### config.mk
export PLATFORM = sky130hd
export DESIGN_NAME = sxt_final
export DESIGN_NICKNAME = d
export VERILOG_FILES = /design/src/sxt_data_pkg.sv /design/src/sxt_ctrl_pkg.sv /design/src/sxt_fifo.sv /design/src/sxt_perm_fork.sv /design/src/sxt_word_splitter.sv /design/src/sxt_regf_req.sv /design/src/sxt_ack_track.sv /design/src/sxt_final.sv
export VERILOG_INCLUDE_DIRS = /design/src /design/src/src
export SDC_FILE = /design/constraint.sdc
export NUM_CORES = 1
export LEC_CHECK = 0
export ABC_CLOCK_PERIOD_IN_PS = 5100
export BUFFER_PORTS_ARGS = -buffer_cell sky130_fd_sc_hd__buf_2
export CAP_MARGIN = 15
export CORE_MARGIN = 4
export CORE_UTILIZATION = 60
export CTS_CLUSTER_SIZE = 8
export DETAILED_ROUTE_END_ITERATION = 7
export GPL_TIMING_DRIVEN = 0
export PLACE_DENSITY = 0.79
export RECOVER_POWER = 100
export SKIP_LAST_GASP = 1
export SYNTH_ARGS = -nofsm -noshare
export SYNTH_HDL_FRONTEND = slang
export SYNTH_SLANG_ARGS = --single-unit
export TNS_END_PERCENT = 10
### constraint.sdc
create_clock -name clk -period 5.1 [get_ports clk]
set_input_delay 0.765 -clock clk [delete_from_list [all_inputs] [get_ports clk]]
set_output_delay 0.765 -clock clk [all_outputs]
set_load 0.03 [all_outputs]
### src/sxt_macros.svh
// ============================================================
// Sample extraction final stage sizes
// Coefficient geometry, ciphertext layout, burst split
// and queue depths shared by the RTL and the packages
// ============================================================

`ifndef SXT_MACROS_SVH
`define SXT_MACROS_SVH

// Coefficient geometry
`define SXT_COEF_W           8
`define SXT_HALF_COEF_NB     2
`define SXT_REGF_COEF_NB     2
`define SXT_CHUNK_NB         2

// Ciphertext layout, 3 mask beats and 1 body beat
`define SXT_CT_WORD_NB       7

// Burst split, 3 + 3 + 1 words
`define SXT_WORD_THRESHOLD   3
`define SXT_CMD_NB           3
`define SXT_LAST_CMD_WORD_NB 1

// Queue depths, data buffer at least one burst
`define SXT_DATA_DEPTH       4
`define SXT_RCP_DEPTH        3
`define SXT_ACK_DEPTH        2

// Command field widths
`define SXT_PID_W            4
`define SXT_RID_W            6
`define SXT_WORD_ADD_W       3

`endif

### src/sxt_data_pkg.sv
// ============================================================
// Data path types of the final stage
// Coefficients, input halves, merged words, regfile words
// ============================================================

`include "sxt_macros.svh"

package sxt_data_pkg;

  // One coefficient
  typedef logic [`SXT_COEF_W-1:0] coef_t;

  // Input half, coefficient 0 in the low bits
  typedef coef_t [`SXT_HALF_COEF_NB-1:0] half_word_t;

  // Both halves after the permutation
  typedef coef_t [2*`SXT_HALF_COEF_NB-1:0] merged_word_t;

  // Register file word
  typedef coef_t [`SXT_REGF_COEF_NB-1:0] regf_word_t;

endpackage

### src/sxt_ctrl_pkg.sv
// ============================================================
// Control types of the final stage
// Input command, reception command, acknowledge entry
// and register file write request
// ============================================================

`include "sxt_macros.svh"

package sxt_ctrl_pkg;

  typedef logic [`SXT_PID_W-1:0]      pid_t;
  typedef logic [`SXT_RID_W-1:0]      rid_t;
  typedef logic [`SXT_WORD_ADD_W-1:0] word_add_t;

  // Command riding with the main half
  typedef struct packed {
    pid_t pid;
    rid_t dst_rid;
    logic is_body;
    logic is_last;
  } in_cmd_t;

  // One per ciphertext, taken on its first beat
  typedef struct packed {
    pid_t pid;
    rid_t dst_rid;
    logic is_last;
  } rcp_cmd_t;

  // Waits for the write acknowledges
  typedef struct packed {
    pid_t pid;
    logic is_last;
  } ack_cmd_t;

  // Register file write burst
  typedef struct packed {
    rid_t                                   reg_id;
    word_add_t                              start_word;
    logic [$clog2(`SXT_WORD_THRESHOLD)-1:0] word_nb_m1;
  } regf_req_t;

endpackage

### src/sxt_fifo.sv
// ============================================================
// Register FIFO
// Circular buffer with valid/ready on both sides
// Output valid comes from the registered occupancy
// ============================================================

`timescale 1ns/1ps

module sxt_fifo #(
  parameter int WIDTH = 8,
  parameter int DEPTH = 2
) (
  input  logic             clk,
  input  logic             s_rst_n,

  input  logic [WIDTH-1:0] in_data,
  input  logic             in_valid,
  output logic             in_ready,

  output logic [WIDTH-1:0] out_data,
  output logic             out_valid,
  input  logic             out_ready
);

  localparam int PTR_W = (DEPTH > 1) ? $clog2(DEPTH) : 1;
  localparam int CNT_W = $clog2(DEPTH + 1);

  logic [WIDTH-1:0] mem [DEPTH];
  logic [PTR_W-1:0] wr_ptr;
  logic [PTR_W-1:0] rd_ptr;
  logic [CNT_W-1:0] count;
  logic             push;
  logic             pop;

  // Wrap at DEPTH, which need not be a power of two
  function automatic logic [PTR_W-1:0] next_ptr(input logic [PTR_W-1:0] ptr);
    return (ptr == PTR_W'(DEPTH - 1)) ? '0 : ptr + 1'b1;
  endfunction

  // Full FIFO still takes a push when a pop frees a slot
  assign in_ready  = (count != CNT_W'(DEPTH)) | out_ready;
  assign out_valid = (count != '0);
  assign out_data  = mem[rd_ptr];

  assign push = in_valid & in_ready;
  assign pop  = out_valid & out_ready;

  always_ff @(posedge clk) begin
    if (!s_rst_n) begin
      wr_ptr <= '0;
      rd_ptr <= '0;
      count  <= '0;
    end else begin
      if (push) wr_ptr <= next_ptr(wr_ptr);
      if (pop)  rd_ptr <= next_ptr(rd_ptr);
      // Occupancy holds when both happen
      if (push && !pop)      count <= count + 1'b1;
      else if (pop && !push) count <= count - 1'b1;
    end
  end

  // Storage
  always_ff @(posedge clk) begin
    if (push) mem[wr_ptr] <= in_data;
  end

endmodule

### src/sxt_perm_fork.sv
// ============================================================
// Input join, permutation and command fork
// Joins subs and main halves, swaps them on request
// and splits the reception command off on the first
// beat of each ciphertext
// ============================================================

`timescale 1ns/1ps

module sxt_perm_fork (
  input  logic                      clk,
  input  logic                      s_rst_n,

  input  sxt_data_pkg::half_word_t  subs_data,
  input  logic                      subs_valid,
  output logic                      subs_ready,

  input  sxt_data_pkg::half_word_t  main_data,
  input  logic                      main_swap,
  input  sxt_ctrl_pkg::in_cmd_t     main_cmd,
  input  logic                      main_valid,
  output logic                      main_ready,

  output sxt_data_pkg::merged_word_t out_data,
  output logic                      out_is_body,
  output logic                      out_valid,
  input  logic                      out_ready,

  output sxt_ctrl_pkg::rcp_cmd_t    rcp_cmd,
  output logic                      rcp_valid,
  input  logic                      rcp_ready
);

  import sxt_data_pkg::*;

  half_word_t lo_half;
  half_word_t hi_half;
  logic       in_valid;
  logic       join_ready;
  logic       sos;

  // ==========================================================
  // Join
  // ==========================================================
  // Both halves move together
  assign in_valid   = subs_valid & main_valid;
  assign subs_ready = join_ready & main_valid;
  assign main_ready = join_ready & subs_valid;

  // Subs low, main high unless swapped
  assign lo_half     = main_swap ? main_data : subs_data;
  assign hi_half     = main_swap ? subs_data : main_data;
  assign out_data    = {hi_half, lo_half};
  assign out_is_body = main_cmd.is_body;

  // ==========================================================
  // Fork
  // ==========================================================
  // Start of ciphertext: after reset and after each body beat
  always_ff @(posedge clk) begin
    if (!s_rst_n) begin
      sos <= 1'b1;
    end else if (in_valid && join_ready) begin
      sos <= main_cmd.is_body;
    end
  end

  // First beat needs both the data path and the reception queue
  assign join_ready = out_ready & (rcp_ready | ~sos);
  assign out_valid  = in_valid & (rcp_ready | ~sos);
  assign rcp_valid  = in_valid & out_ready & sos;

  assign rcp_cmd.pid     = main_cmd.pid;
  assign rcp_cmd.dst_rid = main_cmd.dst_rid;
  assign rcp_cmd.is_last = main_cmd.is_last;

endmodule

### src/sxt_word_splitter.sv
// ============================================================
// Merged word splitter
// Shifts a merged word out one register file word at a
// time, low chunk first; a body beat gives chunk 0 only
// ============================================================

`timescale 1ns/1ps

`include "sxt_macros.svh"

module sxt_word_splitter (
  input  logic                       clk,
  input  logic                       s_rst_n,

  input  sxt_data_pkg::merged_word_t in_data,
  input  logic                       in_is_body,
  input  logic                       in_valid,
  output logic                       in_ready,

  output sxt_data_pkg::regf_word_t   out_data,
  output logic                       out_valid,
  input  logic                       out_ready
);

  import sxt_data_pkg::*;

  localparam int CNT_W = (`SXT_CHUNK_NB > 1) ? $clog2(`SXT_CHUNK_NB) : 1;

  merged_word_t sr_data;
  logic         sr_is_body;
  logic         sr_avail;
  logic [CNT_W-1:0] sr_cnt;
  logic         sr_last;
  logic         in_xfer;
  logic         out_xfer;

  assign in_xfer  = in_valid & in_ready;
  assign out_xfer = sr_avail & out_ready;

  // Body beat ends after its first chunk
  assign sr_last = (sr_cnt == CNT_W'(`SXT_CHUNK_NB - 1)) | sr_is_body;

  // Reload in the cycle the last chunk leaves
  assign in_ready  = ~sr_avail | (sr_last & out_ready);
  assign out_valid = sr_avail;
  assign out_data  = sr_data[`SXT_REGF_COEF_NB-1:0];

  // Control
  always_ff @(posedge clk) begin
    if (!s_rst_n) begin
      sr_avail <= 1'b0;
      sr_cnt   <= '0;
    end else begin
      if (in_xfer)                 sr_avail <= 1'b1;
      else if (out_xfer && sr_last) sr_avail <= 1'b0;
      if (out_xfer) sr_cnt <= sr_last ? '0 : sr_cnt + 1'b1;
    end
  end

  // Shift register
  always_ff @(posedge clk) begin
    if (in_xfer) begin
      sr_data    <= in_data;
      sr_is_body <= in_is_body;
    end else if (out_xfer) begin
      sr_data <= sr_data >> $bits(regf_word_t);
    end
  end

endmodule

### src/sxt_regf_req.sv
// ============================================================
// Register file write request generator
// Queues reception commands, counts buffered words and
// issues 3, 3 and 1 word bursts per ciphertext
// ============================================================

`timescale 1ns/1ps

`include "sxt_macros.svh"

module sxt_regf_req (
  input  logic                   clk,
  input  logic                   s_rst_n,

  input  sxt_ctrl_pkg::rcp_cmd_t rcp_cmd,
  input  logic                   rcp_valid,
  output logic                   rcp_ready,

  input  logic                   word_push,

  output sxt_ctrl_pkg::regf_req_t req,
  output logic                   req_valid,
  input  logic                   req_ready,

  output sxt_ctrl_pkg::ack_cmd_t ack_cmd,
  output logic                   ack_push
);

  import sxt_ctrl_pkg::*;

  localparam int WCNT_W  = $clog2(`SXT_CT_WORD_NB + `SXT_DATA_DEPTH + 1);
  localparam int CMD_W   = (`SXT_CMD_NB > 1) ? $clog2(`SXT_CMD_NB) : 1;
  localparam int NB_M1_W = $clog2(`SXT_WORD_THRESHOLD);

  rcp_cmd_t         rcp_q;
  logic             rcp_q_valid;
  logic             rcp_q_ready;

  logic [WCNT_W-1:0] word_cnt;
  logic [WCNT_W-1:0] burst_nb;
  logic [CMD_W-1:0]  cmd_cnt;
  word_add_t         word_add;
  logic              last_cmd;

  regf_req_t         r0_req;
  logic              r0_valid;
  logic              r0_ready;
  logic              send;

  // ==========================================================
  // Reception queue
  // ==========================================================
  sxt_fifo #(
    .WIDTH ($bits(rcp_cmd_t)),
    .DEPTH (`SXT_RCP_DEPTH)
  ) rcp_fifo (
    .clk       (clk),
    .s_rst_n   (s_rst_n),
    .in_data   (rcp_cmd),
    .in_valid  (rcp_valid),
    .in_ready  (rcp_ready),
    .out_data  (rcp_q),
    .out_valid (rcp_q_valid),
    .out_ready (rcp_q_ready)
  );

  // ==========================================================
  // Burst sequencing
  // ==========================================================
  assign last_cmd = (cmd_cnt == CMD_W'(`SXT_CMD_NB - 1));
  assign burst_nb = last_cmd ? WCNT_W'(`SXT_LAST_CMD_WORD_NB) : WCNT_W'(`SXT_WORD_THRESHOLD);

  // Enough words in the buffer for the current burst
  assign r0_valid = rcp_q_valid & (word_cnt >= burst_nb);
  assign send     = r0_valid & r0_ready;

  assign r0_req.reg_id     = rcp_q.dst_rid;
  assign r0_req.start_word = word_add;
  assign r0_req.word_nb_m1 = last_cmd ? NB_M1_W'(`SXT_LAST_CMD_WORD_NB - 1)
                                      : NB_M1_W'(`SXT_WORD_THRESHOLD - 1);

  // Command done after its last burst, hand it to the ack side
  assign rcp_q_ready   = send & last_cmd;
  assign ack_push      = rcp_q_ready;
  assign ack_cmd.pid     = rcp_q.pid;
  assign ack_cmd.is_last = rcp_q.is_last;

  always_ff @(posedge clk) begin
    if (!s_rst_n) begin
      word_cnt <= '0;
      cmd_cnt  <= '0;
      word_add <= '0;
    end else begin
      // Up per buffered word, down by a burst when sent
      word_cnt <= word_cnt + WCNT_W'(word_push) - (send ? burst_nb : '0);
      if (send) begin
        cmd_cnt  <= last_cmd ? '0 : cmd_cnt + 1'b1;
        word_add <= last_cmd ? '0 : word_add + word_add_t'(`SXT_WORD_THRESHOLD);
      end
    end
  end

  // ==========================================================
  // Request output register
  // ==========================================================
  assign r0_ready = ~req_valid | req_ready;

  always_ff @(posedge clk) begin
    if (!s_rst_n) begin
      req_valid <= 1'b0;
    end else if (r0_ready) begin
      req_valid <= r0_valid;
    end
  end

  always_ff @(posedge clk) begin
    if (send) req <= r0_req;
  end

endmodule

### src/sxt_ack_track.sv
// ============================================================
// Write acknowledge tracker
// Counts register file acknowledges per ciphertext and
// pulses done with the pid once a last one completes
// ============================================================

`timescale 1ns/1ps

`include "sxt_macros.svh"

module sxt_ack_track (
  input  logic                   clk,
  input  logic                   s_rst_n,

  input  sxt_ctrl_pkg::ack_cmd_t ack_cmd,
  input  logic                   ack_push,

  input  logic                   regf_ack,

  output logic                   done,
  output sxt_ctrl_pkg::pid_t     done_pid
);

  import sxt_ctrl_pkg::*;

  localparam int CMD_W = (`SXT_CMD_NB > 1) ? $clog2(`SXT_CMD_NB) : 1;

  ack_cmd_t         ack_q;
  logic             ack_q_valid;
  logic             ack_q_ready;
  logic             ack_r;
  logic [CMD_W-1:0] ack_cnt;
  logic             last_ack;

  // Sized to cover the acknowledge latency, push never blocks
  sxt_fifo #(
    .WIDTH ($bits(ack_cmd_t)),
    .DEPTH (`SXT_ACK_DEPTH)
  ) ack_fifo (
    .clk       (clk),
    .s_rst_n   (s_rst_n),
    .in_data   (ack_cmd),
    .in_valid  (ack_push),
    .in_ready  (),
    .out_data  (ack_q),
    .out_valid (ack_q_valid),
    .out_ready (ack_q_ready)
  );

  // One ack per burst, the last burst closes the entry
  assign last_ack    = (ack_cnt == CMD_W'(`SXT_CMD_NB - 1));
  assign ack_q_ready = ack_r & last_ack;

  always_ff @(posedge clk) begin
    if (!s_rst_n) begin
      ack_r   <= 1'b0;
      ack_cnt <= '0;
      done    <= 1'b0;
    end else begin
      ack_r <= regf_ack;
      if (ack_r) ack_cnt <= last_ack ? '0 : ack_cnt + 1'b1;
      done <= ack_q_ready & ack_q_valid & ack_q.is_last;
    end
  end

  // Pid held until the next completed entry
  always_ff @(posedge clk) begin
    if (ack_q_ready) done_pid <= ack_q.pid;
  end

endmodule

### src/sxt_final.sv
// ============================================================
// Sample extraction final stage
// Joins subs and main halves, splits them into register
// file words, buffers them and issues write bursts,
// then reports each completed ciphertext with its pid
// ============================================================

`timescale 1ns/1ps

`include "sxt_macros.svh"

module sxt_final (
  input  logic                      clk,
  input  logic                      s_rst_n,

  // Input halves
  input  sxt_data_pkg::half_word_t  subs_data,
  input  logic                      subs_valid,
  output logic                      subs_ready,

  input  sxt_data_pkg::half_word_t  main_data,
  input  logic                      main_swap,
  input  sxt_ctrl_pkg::in_cmd_t     main_cmd,
  input  logic                      main_valid,
  output logic                      main_ready,

  // Register file write
  output sxt_ctrl_pkg::regf_req_t   wr_req,
  output logic                      wr_req_valid,
  input  logic                      wr_req_ready,

  output sxt_data_pkg::regf_word_t  wr_data,
  output logic                      wr_data_valid,
  input  logic                      wr_data_ready,

  input  logic                      regf_ack,

  // Ciphertext done
  output logic                      done,
  output sxt_ctrl_pkg::pid_t        done_pid
);

  import sxt_data_pkg::*;
  import sxt_ctrl_pkg::*;

  merged_word_t x0_data;
  logic         x0_is_body;
  logic         x0_valid;
  logic         x0_ready;

  regf_word_t   x1_data;
  logic         x1_valid;
  logic         x1_ready;

  rcp_cmd_t     rcp_cmd;
  logic         rcp_valid;
  logic         rcp_ready;

  ack_cmd_t     ack_cmd;
  logic         ack_push;
  logic         word_push;

  // ==========================================================
  // Data path
  // ==========================================================
  sxt_perm_fork u_perm_fork (
    .clk         (clk),
    .s_rst_n     (s_rst_n),
    .subs_data   (subs_data),
    .subs_valid  (subs_valid),
    .subs_ready  (subs_ready),
    .main_data   (main_data),
    .main_swap   (main_swap),
    .main_cmd    (main_cmd),
    .main_valid  (main_valid),
    .main_ready  (main_ready),
    .out_data    (x0_data),
    .out_is_body (x0_is_body),
    .out_valid   (x0_valid),
    .out_ready   (x0_ready),
    .rcp_cmd     (rcp_cmd),
    .rcp_valid   (rcp_valid),
    .rcp_ready   (rcp_ready)
  );

  sxt_word_splitter u_splitter (
    .clk        (clk),
    .s_rst_n    (s_rst_n),
    .in_data    (x0_data),
    .in_is_body (x0_is_body),
    .in_valid   (x0_valid),
    .in_ready   (x0_ready),
    .out_data   (x1_data),
    .out_valid  (x1_valid),
    .out_ready  (x1_ready)
  );

  // Buffer holds at least one full burst
  sxt_fifo #(
    .WIDTH ($bits(regf_word_t)),
    .DEPTH (`SXT_DATA_DEPTH)
  ) u_data_fifo (
    .clk       (clk),
    .s_rst_n   (s_rst_n),
    .in_data   (x1_data),
    .in_valid  (x1_valid),
    .in_ready  (x1_ready),
    .out_data  (wr_data),
    .out_valid (wr_data_valid),
    .out_ready (wr_data_ready)
  );

  // Word count tap at the buffer input
  assign word_push = x1_valid & x1_ready;

  // ==========================================================
  // Requests and acknowledges
  // ==========================================================
  sxt_regf_req u_regf_req (
    .clk       (clk),
    .s_rst_n   (s_rst_n),
    .rcp_cmd   (rcp_cmd),
    .rcp_valid (rcp_valid),
    .rcp_ready (rcp_ready),
    .word_push (word_push),
    .req       (wr_req),
    .req_valid (wr_req_valid),
    .req_ready (wr_req_ready),
    .ack_cmd   (ack_cmd),
    .ack_push  (ack_push)
  );

  sxt_ack_track u_ack_track (
    .clk      (clk),
    .s_rst_n  (s_rst_n),
    .ack_cmd  (ack_cmd),
    .ack_push (ack_push),
    .regf_ack (regf_ack),
    .done     (done),
    .done_pid (done_pid)
  );

endmodule

==> results.sh, run 1 <==
export IMPL_power_density_mw_per_mm2=424
export IMPL_routed_via_count=4342
export IMPL_timing_rr_end="u_regf_req.rcp_fifo.mem[2][6]"
export IMPL_yosys_warnings=0
export IMPL_synth_seq_cells=193
export IMPL_ctsResizeCount=0
export IMPL_fin_crit_sh_pct=72.8
export IMPL_slowest_delay_ps=1470
export IMPL_tns_ps=0
export IMPL_insertedDiodeCount=0
export IMPL_postCtsHoldBufs=0
export IMPL_worst_pin_slew_ps=1820
export IMPL_drt_total_wl_mm=14.9
export IMPL_grtUsageTotal_pct=21.4
export IMPL_synth_flop_cell="edfxtp_1"
export IMPL_antenna_found_initial=0
export IMPL_maxCapViolations=3
export IMPL_path_clk_slew_ps=70
export IMPL_utilization_pct=70.4
export IMPL_synth_edf_count=154
export IMPL_crit_fanout=11
export IMPL_cts_tree="yes"
export IMPL_rows=41
export IMPL_min_delay_path_depth=0
export IMPL_overflow=0
export IMPL_finalClockSkew_ps=5.65
export IMPL_setup_worst_path_end="u_regf_req.rcp_fifo.mem[2][6]"
export IMPL_vias_per_cell=5.52
export IMPL_synth_async_reset_ratio_pct=0
export IMPL_ir_drop_uv=240
export IMPL_p_leak_nw=3.12
export IMPL_placeableCoreArea_sq_mm=0.0128
export IMPL_slowest_stage="nor3b_1"
export IMPL_syn_area_sq_mm=0.00796
export IMPL_io_pins=88
export IMPL_worstSetupStartpoint="u_regf_req.cmd_cnt[1]"
export IMPL_nets=672
export IMPL_crit_type="flip-flop to flip-flop"
export IMPL_clock_path_buffers=2
export IMPL_fp_dieH_microns=123
export IMPL_met3_usage_pct=4.53
export IMPL_rsz0062_at_grt="no"
export IMPL_h_tree_depth=4
export IMPL_hpwl_mm=10.0
export IMPL_placed_area_sq_mm=0.00863
export IMPL_fmaxAchievable_mhz=269
export IMPL_grt_pass1_vias=4670
export IMPL_initial_utilization_pct=62.1
export IMPL_grt_met2_usage_pct=37.5
export IMPL_area_growth_pct=13.4
export IMPL_syn_nets=567
export IMPL_cts_setup_buffers=0
export IMPL_port_buffers=85
export IMPL_grt_max_degree=33
export IMPL_crit_chain="nor2b_1 -> ha_1 -> a21boi_0 -> a211oi_1 -> o2111ai_1 -> nor3b_1"
export IMPL_arrival_ps=3740
export IMPL_nFillCells=886
export IMPL_drc_errors=0
export IMPL_final_cells=786
export IMPL_crit_path_end_kind="flip-flop"
export IMPL_start_kind="flip-flop"
export IMPL_finalInstanceArea_sq_mm=0.00902
export IMPL_hp_class="flip-flop to flip-flop"
export IMPL_cts_made_buffers=17
export IMPL_drtPass1Iterations=4
export IMPL_finalSetupViolations=0
export IMPL_maxSlewViolCount=36
export IMPL_die_x_microns=123
export IMPL_busiest_layer="met2"
export IMPL_status="finished, violations left"
export IMPL_reg2reg_depth=6
export IMPL_period_minus_slack_ps=3710
export IMPL_wl_per_cell_microns=18.9
export IMPL_drt_iter0_markers=306
export IMPL_dieArea_sq_mm=0.0152
export IMPL_clock_latency_ps=430
export IMPL_use_met1_pct=26.1
export IMPL_max_slew_margin_rel_pct=-21.5
export IMPL_ys_seq_area_share_pct=67.9
export IMPL_r2r_setup_slack_ps=1390
export IMPL_final_antenna_net_count=0
export IMPL_place_gp_congestion=0.831
export IMPL_synth_cell_types=48
export IMPL_layout_drive_gt1_share_pct=19.7
export IMPL_syn_inst=496
export IMPL_violations="capacitance limit, slew limit"
export IMPL_cts_sinks=193
export IMPL_crit_required_ps=5130
export IMPL_cts_root_buf="clkbuf_16"
export IMPL_dp_cells=754
export IMPL_syn_mean_instance_area_sq_um=16.0
export IMPL_reg2reg_from="u_regf_req.cmd_cnt[1]"
export IMPL_hold_violations=0
export IMPL_grt_pass1_wl_mm=23.8
-- logic make-up (layout without fill, tap and decap cells) --
group | count (synthesis) | in the layout | share of synthesized area [%]
AO/OA/AOI/OAI | 42 | 42 | 3.71
XOR/XNOR | 10 | 10 | 1.10
adder cells (fa/ha/maj) | 19 | 19 | 3.18
buffers and inverters | 35 | 153 | 2.00
flip-flops | 193 | 193 | 67.9
multiplexers | 91 | 91 | 15.0
other | 1 | 1 | 0.0471
AND/OR/NAND/NOR | 105 | 105 | 7.06
-- critical path, delay by kind of cell, from the launching register on --
| kind | cells | cell delay [ps] |
|---|---|---|
| compound gates | 3 | 920 |
| fa+ha+maj | 1 | 210 |
| flops | 1 | 370 |
| simple gates | 2 | 1810 |
-- state kept, by name, indices dropped and copies added (netlist names), 3 cells and up, named ones only --
name,cells
u_data_fifo.count,3
u_splitter.out_data,16
u_regf_req.word_cnt,4
u_splitter.sr_data,16
u_ack_track.ack_fifo.mem,10
u_regf_req.word_add,3
u_data_fifo.mem,64
u_regf_req.req,10
u_ack_track.done_pid,4
u_regf_req.rcp_fifo.mem,33
-- metal layers --
layer | up-vias | wire, microns
met3 | 17 | 635
met2 | 107 | 8140
met4 | 0 | 305
met5 | - | 0
met1 | 2160 | 5810
li1 | 2058 | -
-- where the power goes --
group / switching, mW / leakage (nW) / internal (mW)
Combinational: 0.414 / 1.10 / 0.269
Sequential: 0.0563 / 1.73 / 1.83
Clock: 0.611 / 0.278 / 0.649
Total: 1.08 / 3.12 / 2.74
-- layout by cell type, fill, tap and decap left out, types with 6 or more instances in the layout --
cell type	count
and2_0	11
mux4_2	16
clkbuf_16	17
buf_2	41
clkbuf_1	64
edfxtp_1	154
inv_8	6
mux2_1	10
dfxtp_1	39
nand2_1	23
ha_1	17
nor2b_1	13
mux2_2	25
o21ai_0	19
inv_1	14
a21boi_0	11
nor2_1	23
mux2i_1	39
xnor2_1	6
-- through the flow --
stage          setup WS [ps]  power (mW)  hold slack, ps
2_1_floorplan           1940        2.44             408
3_3_place_gp            1360        2.60             422
3_5_place_dp            1700        2.64             426
4_1_cts                 1910        3.90             442
5_1_grt                 1000        4.01             455
6_report                1390        3.83             445
-- synthesized netlist by cell type, types with 2 or more instances --
master | n | area (sq um)
nand2b_1 | 3 | 18.8
ha_1 | 17 | 213
mux2i_1 | 39 | 390
nor2b_1 | 12 | 75.1
edfxtp_1 | 154 | 4620
nand2_1 | 23 | 86.3
nand3b_1 | 2 | 15.0
fa_1 | 2 | 40.0
buf_6 | 2 | 22.5
buf_4 | 2 | 15.0
mux4_2 | 16 | 360
buf_2 | 4 | 20.0
inv_1 | 14 | 52.6
clkbuf_1 | 11 | 41.3
o21a_1 | 2 | 15.0
xnor2_1 | 6 | 52.6
nand3_1 | 3 | 15.0
nor2_1 | 23 | 86.3
a21o_1 | 2 | 15.0
dfxtp_1 | 39 | 781
nor3b_1 | 5 | 37.5
xor2_1 | 4 | 35.0
mux2_4 | 10 | 150
a21boi_0 | 10 | 75.1
a21oi_1 | 2 | 10.0
nor3_1 | 3 | 15.0
mux2_2 | 26 | 293
or3_1 | 5 | 31.3
and2_1 | 16 | 100
and3_1 | 3 | 18.8
o21ai_0 | 19 | 95.1
-- cell type report --
cell class	instances	area, sq um	area share (%)
repair buffers	86	372	4.12
clock inverters	15	144	1.59
well taps	172	215	2.38
plain buffers	20	81.3	0.901
clock buffers	17	425	4.71
multi-input cells	268	2320	25.8
inverters	15	56.3	0.624
flip-flops and latches	193	5410	59.9
-- worst min-delay path by stage --
stage | from | end | slack [ps]
after detailed placement | u_regf_req.word_add[0] | u_regf_req.req[2] | 430
after CTS | u_regf_req.word_add[0] | u_regf_req.req[2] | 440
final | u_regf_req.word_add[0] | u_regf_req.req[2] | 450
after global placement | u_regf_req.word_add[0] | u_regf_req.req[2] | 420
after floorplan | u_regf_req.word_add[0] | u_regf_req.req[2] | 410
after global routing | u_regf_req.word_add[0] | u_regf_req.req[2] | 460
Note: power is estimated with default switching activity, not from simulation.
==> inputs of run 2 (changes only) <==
Settings changed: ABC_AREA set to 1, ABC_CLOCK_PERIOD_IN_PS 5100 to 3700, CORE_UTILIZATION 60 to 58, PLACE_DENSITY 0.79 to 0.77.
Clock period 5.1 ns to 3.7 ns, I/O delays scaled along.
==> run 2 against run 1 <==
Net effect:
- worst hold slack worse by 130 ps
- area after synthesis is 0.63% lower
- sequential power is 40% higher
- total power is 50% higher
- the flow still finishes with violations (capacitance limit, slew limit)
- first-iteration DRC count is 76% higher
- clock skew is 1.1 ps higher
- worst setup slack worse by 830 ps
- via count is 23% higher
- design area is 0.19% lower
- utilization is 2.6 points lower
- global-route usage is 0.22 points lower
==> results.sh, run 2 <==
export IMPL_status="finished, violations left"
export IMPL_violations="capacitance limit, slew limit"
export IMPL_hpwl_mm=11.1
export IMPL_fmaxAchievable_mhz=318
export IMPL_h_tree_depth=4
export IMPL_syn_inst=674
export IMPL_cts_root_buf="clkbuf_16"
export IMPL_reg2reg_from="u_regf_req.cmd_cnt[0]"
export IMPL_period_minus_slack_ps=3140
export IMPL_min_delay_path_depth=3
export IMPL_arrival_ps=2590
export IMPL_r2r_setup_slack_ps=620
export IMPL_insertedDiodeCount=0
export IMPL_wl_per_cell_microns=16.6
export IMPL_syn_nets=745
export IMPL_synthTopCellsByCount="154 x edfxtp_1, 87 x nand2_1, 86 x nor2_1"
export IMPL_drc_errors=0
export IMPL_cts_setup_buffers=0
export IMPL_drt_total_wl_mm=16.1
export IMPL_crit_chain="nor2_1 -> ha_1 -> nand2_1 -> nand2_1 -> nand2_2 -> nand2_4 -> nand4_1 -> nand3_1 -> nand2_1 -> nor2_1 -> buf_2"
export IMPL_fp_dieH_microns=125
export IMPL_drt_iter0_markers=539
export IMPL_synth_seq_cells=193
export IMPL_place_gp_congestion=0.911
export IMPL_crit_fanout=10
export IMPL_cp_common_cell="nand2_1"
export IMPL_final_antenna_net_count=0
export IMPL_multi_input_area_sq_mm=0.00200
export IMPL_io_pins=88
export IMPL_largest_reg_flops=64
export IMPL_seq_area_sq_mm=0.00541
export IMPL_timing_rr_end="u_splitter.sr_data[28]"
export IMPL_p_leak_nw=3.43
export IMPL_worst_pin_slew_ps=1570
export IMPL_drtPass1Iterations=6
export IMPL_crit_family="simple AND/OR/NAND/NOR gates"
export IMPL_slowest_stage="nand4_1"
export IMPL_overflow=0
export IMPL_grtUsageTotal_pct=21.2
export IMPL_utilization_pct=67.7
export IMPL_rsz0062_at_grt="no"
export IMPL_largestRegisters="u_data_fifo.mem x64, u_regf_req.rcp_fifo.mem x33"
export IMPL_clock_latency_ps=430
export IMPL_max_slew_margin_rel_pct=-5.02
export IMPL_tns_ps=0
export IMPL_netlist_area_leader_share_pct=58.5
export IMPL_vias_per_cell=5.52
export IMPL_final_cells=970
export IMPL_crit_buf_inv=1
export IMPL_ys_seq_area_share_pct=68.3
export IMPL_crit_path_end_kind="output pin"
export IMPL_syn_area_sq_mm=0.00791
export IMPL_synth_most_common_cell="edfxtp_1"
export IMPL_grt_pass1_vias=5327
export IMPL_ctsResizeCount=0
export IMPL_worstHoldStart="regf_ack"
export IMPL_placeableCoreArea_sq_mm=0.0133
export IMPL_top_register="u_data_fifo.mem"
export IMPL_layout_drive_gt1_share_pct=11.1
export IMPL_grt_pass1_wl_mm=26.2
export IMPL_die_x_microns=125
export IMPL_synth_area_top_cells="edfxtp_1 58%, dfxtp_1 9.9%, o21ai_0 5.1%"
export IMPL_finalClockSkew_ps=6.75
export IMPL_hp_class="input pin to flip-flop"
export IMPL_hold_violations=0
export IMPL_syn_mean_instance_area_sq_um=11.7
export IMPL_cts_made_buffers=17
export IMPL_final_cell_mix="154 x edfxtp_1, 96 x o21ai_0, 87 x nand2_1, 87 x nor2_1, 70 x clkbuf_1"
export IMPL_synth_async_reset_ratio_pct=0
export IMPL_synth_cell_types=36
export IMPL_maxCapViolations=3
export IMPL_cts_tree="yes"
export IMPL_area_growth_pct=13.9
export IMPL_path_clk_slew_ps=70
export IMPL_dp_cells=937
export IMPL_finalSetupViolations=0
export IMPL_reg2reg_depth=12
export IMPL_yosysTopAreaCell="edfxtp_1"
export IMPL_power_density_mw_per_mm2=638
export IMPL_hold_end="u_ack_track.ack_r"
export IMPL_grt_max_degree=33
export IMPL_ir_drop_uv=386
export IMPL_nFillCells=967
export IMPL_crit_type="flip-flop to output pin"
export IMPL_rows=42
export IMPL_synth_edf_count=154
export IMPL_postCtsHoldBufs=0
export IMPL_slowest_delay_ps=410
export IMPL_routed_via_count=5352
export IMPL_yosys_warnings=0
export IMPL_port_buffers=86
export IMPL_dieArea_sq_mm=0.0156
export IMPL_final_common_cell="edfxtp_1"
export IMPL_clock_path_buffers=2
export IMPL_initial_utilization_pct=59.5
export IMPL_maxSlewViolCount=35
export IMPL_synth_flop_cell="edfxtp_1"
export IMPL_start_kind="flip-flop"
export IMPL_fin_crit_sh_pct=84.9
export IMPL_cts_sinks=193
export IMPL_nets=852
export IMPL_antenna_found_initial=0
export IMPL_crit_required_ps=3140
==> run 2: cells by family after synthesis <==
group                    count (synthesis)  synth area share (%)
AO/OA/AOI/OAI                          164                  11.7
XOR/XNOR                                 4                 0.443
adder cells (fa/ha/maj)                 19                  3.20
buffers and inverters                   93                  4.94
flip-flops                             193                  68.3
multiplexers                             5                 0.696
other                                    1                0.0474
AND/OR/NAND/NOR                        195                  10.6
==> run 2: per-stage QoR <==
step	hold WS (ps)	power [mW]	instance area, sq um	setup slack, ps
floorplan	408	3.59	7910	1140
global placement	419	3.93	8560	778
detailed placement	424	4.01	8570	664
CTS	297	5.84	9180	628
global route	299	6.02	9010	329
finish	312	5.75	9010	558
==> run 2: area by class of cell <==
class,count,area share [%]
Timing Repair Buffer,88,4.49
Inverter,66,2.75
Multi-Input combinational cell,388,22.2
Tap cell,176,2.45
Sequential cell,193,60.0
Clock buffer,18,4.88
Buffer,27,1.33
Clock inverter,14,1.88
==> run 2: report_power, final <==
group          internal [mW]  total, mW  switching [mW]
logic                  0.350       1.26           0.910
registers               2.54       2.64          0.0966
clock network           1.04       1.85           0.812
==> run 2: worst reg2reg max path: stages (launching register included) <==
cell	delay [ps]
dfxtp_1	380
nor2_1	100
ha_1	290
nand2_1	50
nand2_1	70
nand2_2	60
nand2_4	50
nand4_1	410
nand3_1	300
nand3_1	260
buf_6	240
nand2_1	330
buf_16	230
==> run 2: per-layer routing <==
layer | global-route usage, % | vias up | wire (microns) | share of wire (%)
li1 | - | 2546 | - | -
met1 | 27.3 | 2545 | 6540 | 41
met2 | 35.2 | 231 | 8030 | 50
met3 | 4.80 | 30 | 1240 | 7.7
met4 | 8.25 | 0 | 310 | 1.9
met5 | 0 | - | 0 | 0
==> run 2: worst max path at each step <==
stage	slack, ps	endpoint	start	cells past startpoint
finish	560	subs_ready	u_regf_req.cmd_cnt[0]	11
global route	330	main_ready	u_regf_req.cmd_cnt[0]	11
CTS	630	u_splitter.sr_data[22]	u_regf_req.cmd_cnt[0]	11
detailed placement	660	u_splitter.sr_data[20]	u_regf_req.cmd_cnt[0]	11
global placement	780	u_splitter.sr_data[20]	u_regf_req.cmd_cnt[1]	12
floorplan	1140	u_splitter.out_data[0]	u_regf_req.cmd_cnt[1]	12
==> inputs of run 3 (changes only) <==
Settings changed: ABC_CLOCK_PERIOD_IN_PS 3700 to 2600, CORE_UTILIZATION 58 to 52, PLACE_DENSITY 0.77 to 0.73.
Clock period 3.7 ns to 2.6 ns, I/O delays scaled along.
==> run 3 against run 2 <==
Net effect:
- the run now ends clean
- critical endpoint is now wr_data[1]
- combinational power up 56%
- utilization is 4.5 points lower
- sequential cell count did not move
- largest power group unchanged
- sequential power is 42% higher
- largest cell class unchanged
==> results.sh, run 3 (synthesis gave the netlist of run 2 again) <==
export IMPL_vias_per_cell=5.33
export IMPL_crit_required_ps=2210
export IMPL_layout_drive_gt1_share_pct=20.3
export IMPL_dpl_worst_slack_ps=-241
export IMPL_nets=859
export IMPL_antenna_found_initial=0
export IMPL_arrival_ps=2070
export IMPL_drc_errors=0
export IMPL_clock_path_buffers=2
export IMPL_area_growth_pct=17.5
export IMPL_slowest_stage="clkbuf_1"
export IMPL_cts_sinks=193
export IMPL_multi_input_area_sq_mm=0.00215
export IMPL_r2r_setup_slack_ps=140
export IMPL_fp_dieH_microns=131
export IMPL_crit_type="flip-flop to output pin"
export IMPL_largestRegisters="u_data_fifo.mem x64, u_regf_req.rcp_fifo.mem x33"
export IMPL_largest_reg_flops=64
export IMPL_initial_utilization_pct=53.8
export IMPL_status="complete, no violations"
export IMPL_worst_pin_slew_ps=938
export IMPL_placeableCoreArea_sq_mm=0.0147
export IMPL_h_tree_depth=4
export IMPL_grt_pass1_vias=5410
export IMPL_seq_area_sq_mm=0.00541
export IMPL_crit_fanout=10
export IMPL_grt_max_degree=18
export IMPL_rows=44
export IMPL_crit_path_end_kind="output pin"
export IMPL_maxCapViolations=0
export IMPL_hpwl_mm=10.9
export IMPL_routed_via_count=5253
export IMPL_max_slew_margin_rel_pct=37.4
export IMPL_finalSetupViolations=0
export IMPL_hold_violations=0
export IMPL_p_leak_nw=3.61
export IMPL_crit_family="buffers and inverters"
export IMPL_path_clk_slew_ps=70
export IMPL_crit_chain="inv_1 -> clkbuf_1 -> o21ai_0 -> o22ai_1 -> buf_2"
export IMPL_crit_buf_inv=3
export IMPL_final_common_cell="edfxtp_1"
export IMPL_final_antenna_net_count=0
export IMPL_cts_tree="yes"
export IMPL_start_kind="flip-flop"
export IMPL_period_minus_slack_ps=2460
export IMPL_ir_drop_uv=530
export IMPL_grt_pass1_wl_mm=26.0
export IMPL_power_density_mw_per_mm2=899
export IMPL_io_pins=88
export IMPL_drt_iter0_markers=346
export IMPL_cts_root_buf="clkbuf_16"
export IMPL_dieArea_sq_mm=0.0172
export IMPL_maxSlewViolCount=0
export IMPL_drtPass1Iterations=4
export IMPL_worst_slack_ps=137
export IMPL_clock_latency_ps=430
export IMPL_finalClockSkew_ps=12.3
export IMPL_place_gp_congestion=0.809
export IMPL_nFillCells=1097
export IMPL_die_x_microns=131
export IMPL_top_register="u_data_fifo.mem"
export IMPL_grtUsageTotal_pct=19.0
export IMPL_rsz0062_at_grt="yes"
export IMPL_wl_per_cell_microns=16.3
export IMPL_fmaxAchievable_mhz=406
export IMPL_fin_crit_sh_pct=94.7
export IMPL_port_buffers=86
export IMPL_drt_total_wl_mm=16.1
export IMPL_final_cell_mix="154 x edfxtp_1, 84 x nand2_1, 81 x nor2_1, 81 x o21ai_0, 73 x buf_2"
export IMPL_hp_class="input pin to flip-flop"
export IMPL_total_power_mw=8.36
export IMPL_cts_made_buffers=17
export IMPL_overflow=0
export IMPL_postCtsHoldBufs=0
export IMPL_slowest_delay_ps=410
export IMPL_insertedDiodeCount=0
==> run 3: path summary, 6_finish.rpt <==
check	from	to	cells past startpoint
min	regf_ack	u_ack_track.ack_r	3
min reg2reg	u_regf_req.word_add[0]	u_regf_req.req[2]	0
max	flip-flop	wr_data[1]	5
max reg2reg	u_regf_req.cmd_cnt[1]	u_regf_req.word_cnt[2]	16
==> run 3: power by group <==
group	internal (mW)	switching, mW
Combinational	0.623	1.35
Clock	1.49	1.14
Sequential	3.62	0.136
==> run 3: area by class of cell <==
class | count | area share [%]
flip-flops and latches | 193 | 58.2
multi-input cells | 388 | 23.1
repair buffers | 95 | 5.44
clock buffers | 20 | 4.91
inverters | 66 | 2.80
well taps | 184 | 2.48
clock inverters | 12 | 1.53
plain buffers | 27 | 1.53
==> run 3: timing repair <==
action                                  CTS  global route
setup buffers                             0             8
endpoints found under the setup margin   33            36
pin swaps                                 0             2
gates resized for setup                   5             8
==> run 3: per-layer routing <==
metal,vias to the layer above,global-route usage (%),wire [microns]
met4,0,7.00,246
met1,2504,24.0,6730
li1,2556,-,-
met2,169,32.5,8150
met5,-,0,0
met3,24,4.01,958
==> run 3: per-stage QoR <==
step	std cells	cell area [sq um]	utilization (%)	TNS [ps]	hold WS [ps]
2_1_floorplan	674	7910	-	0	408
3_3_place_gp	944	8570	58.3	-11980	425
3_5_place_dp	945	8610	58.6	-3480	437
4_1_cts	977	9220	62.7	-1150	144
5_1_grt	985	9300	63.2	-193	148
6_report	985	9300	63.2	0	161
==> run 3: worst min-delay path: stages <==
cell	delay (ps)
buf_2	80
nand2_1	40
inv_1	40
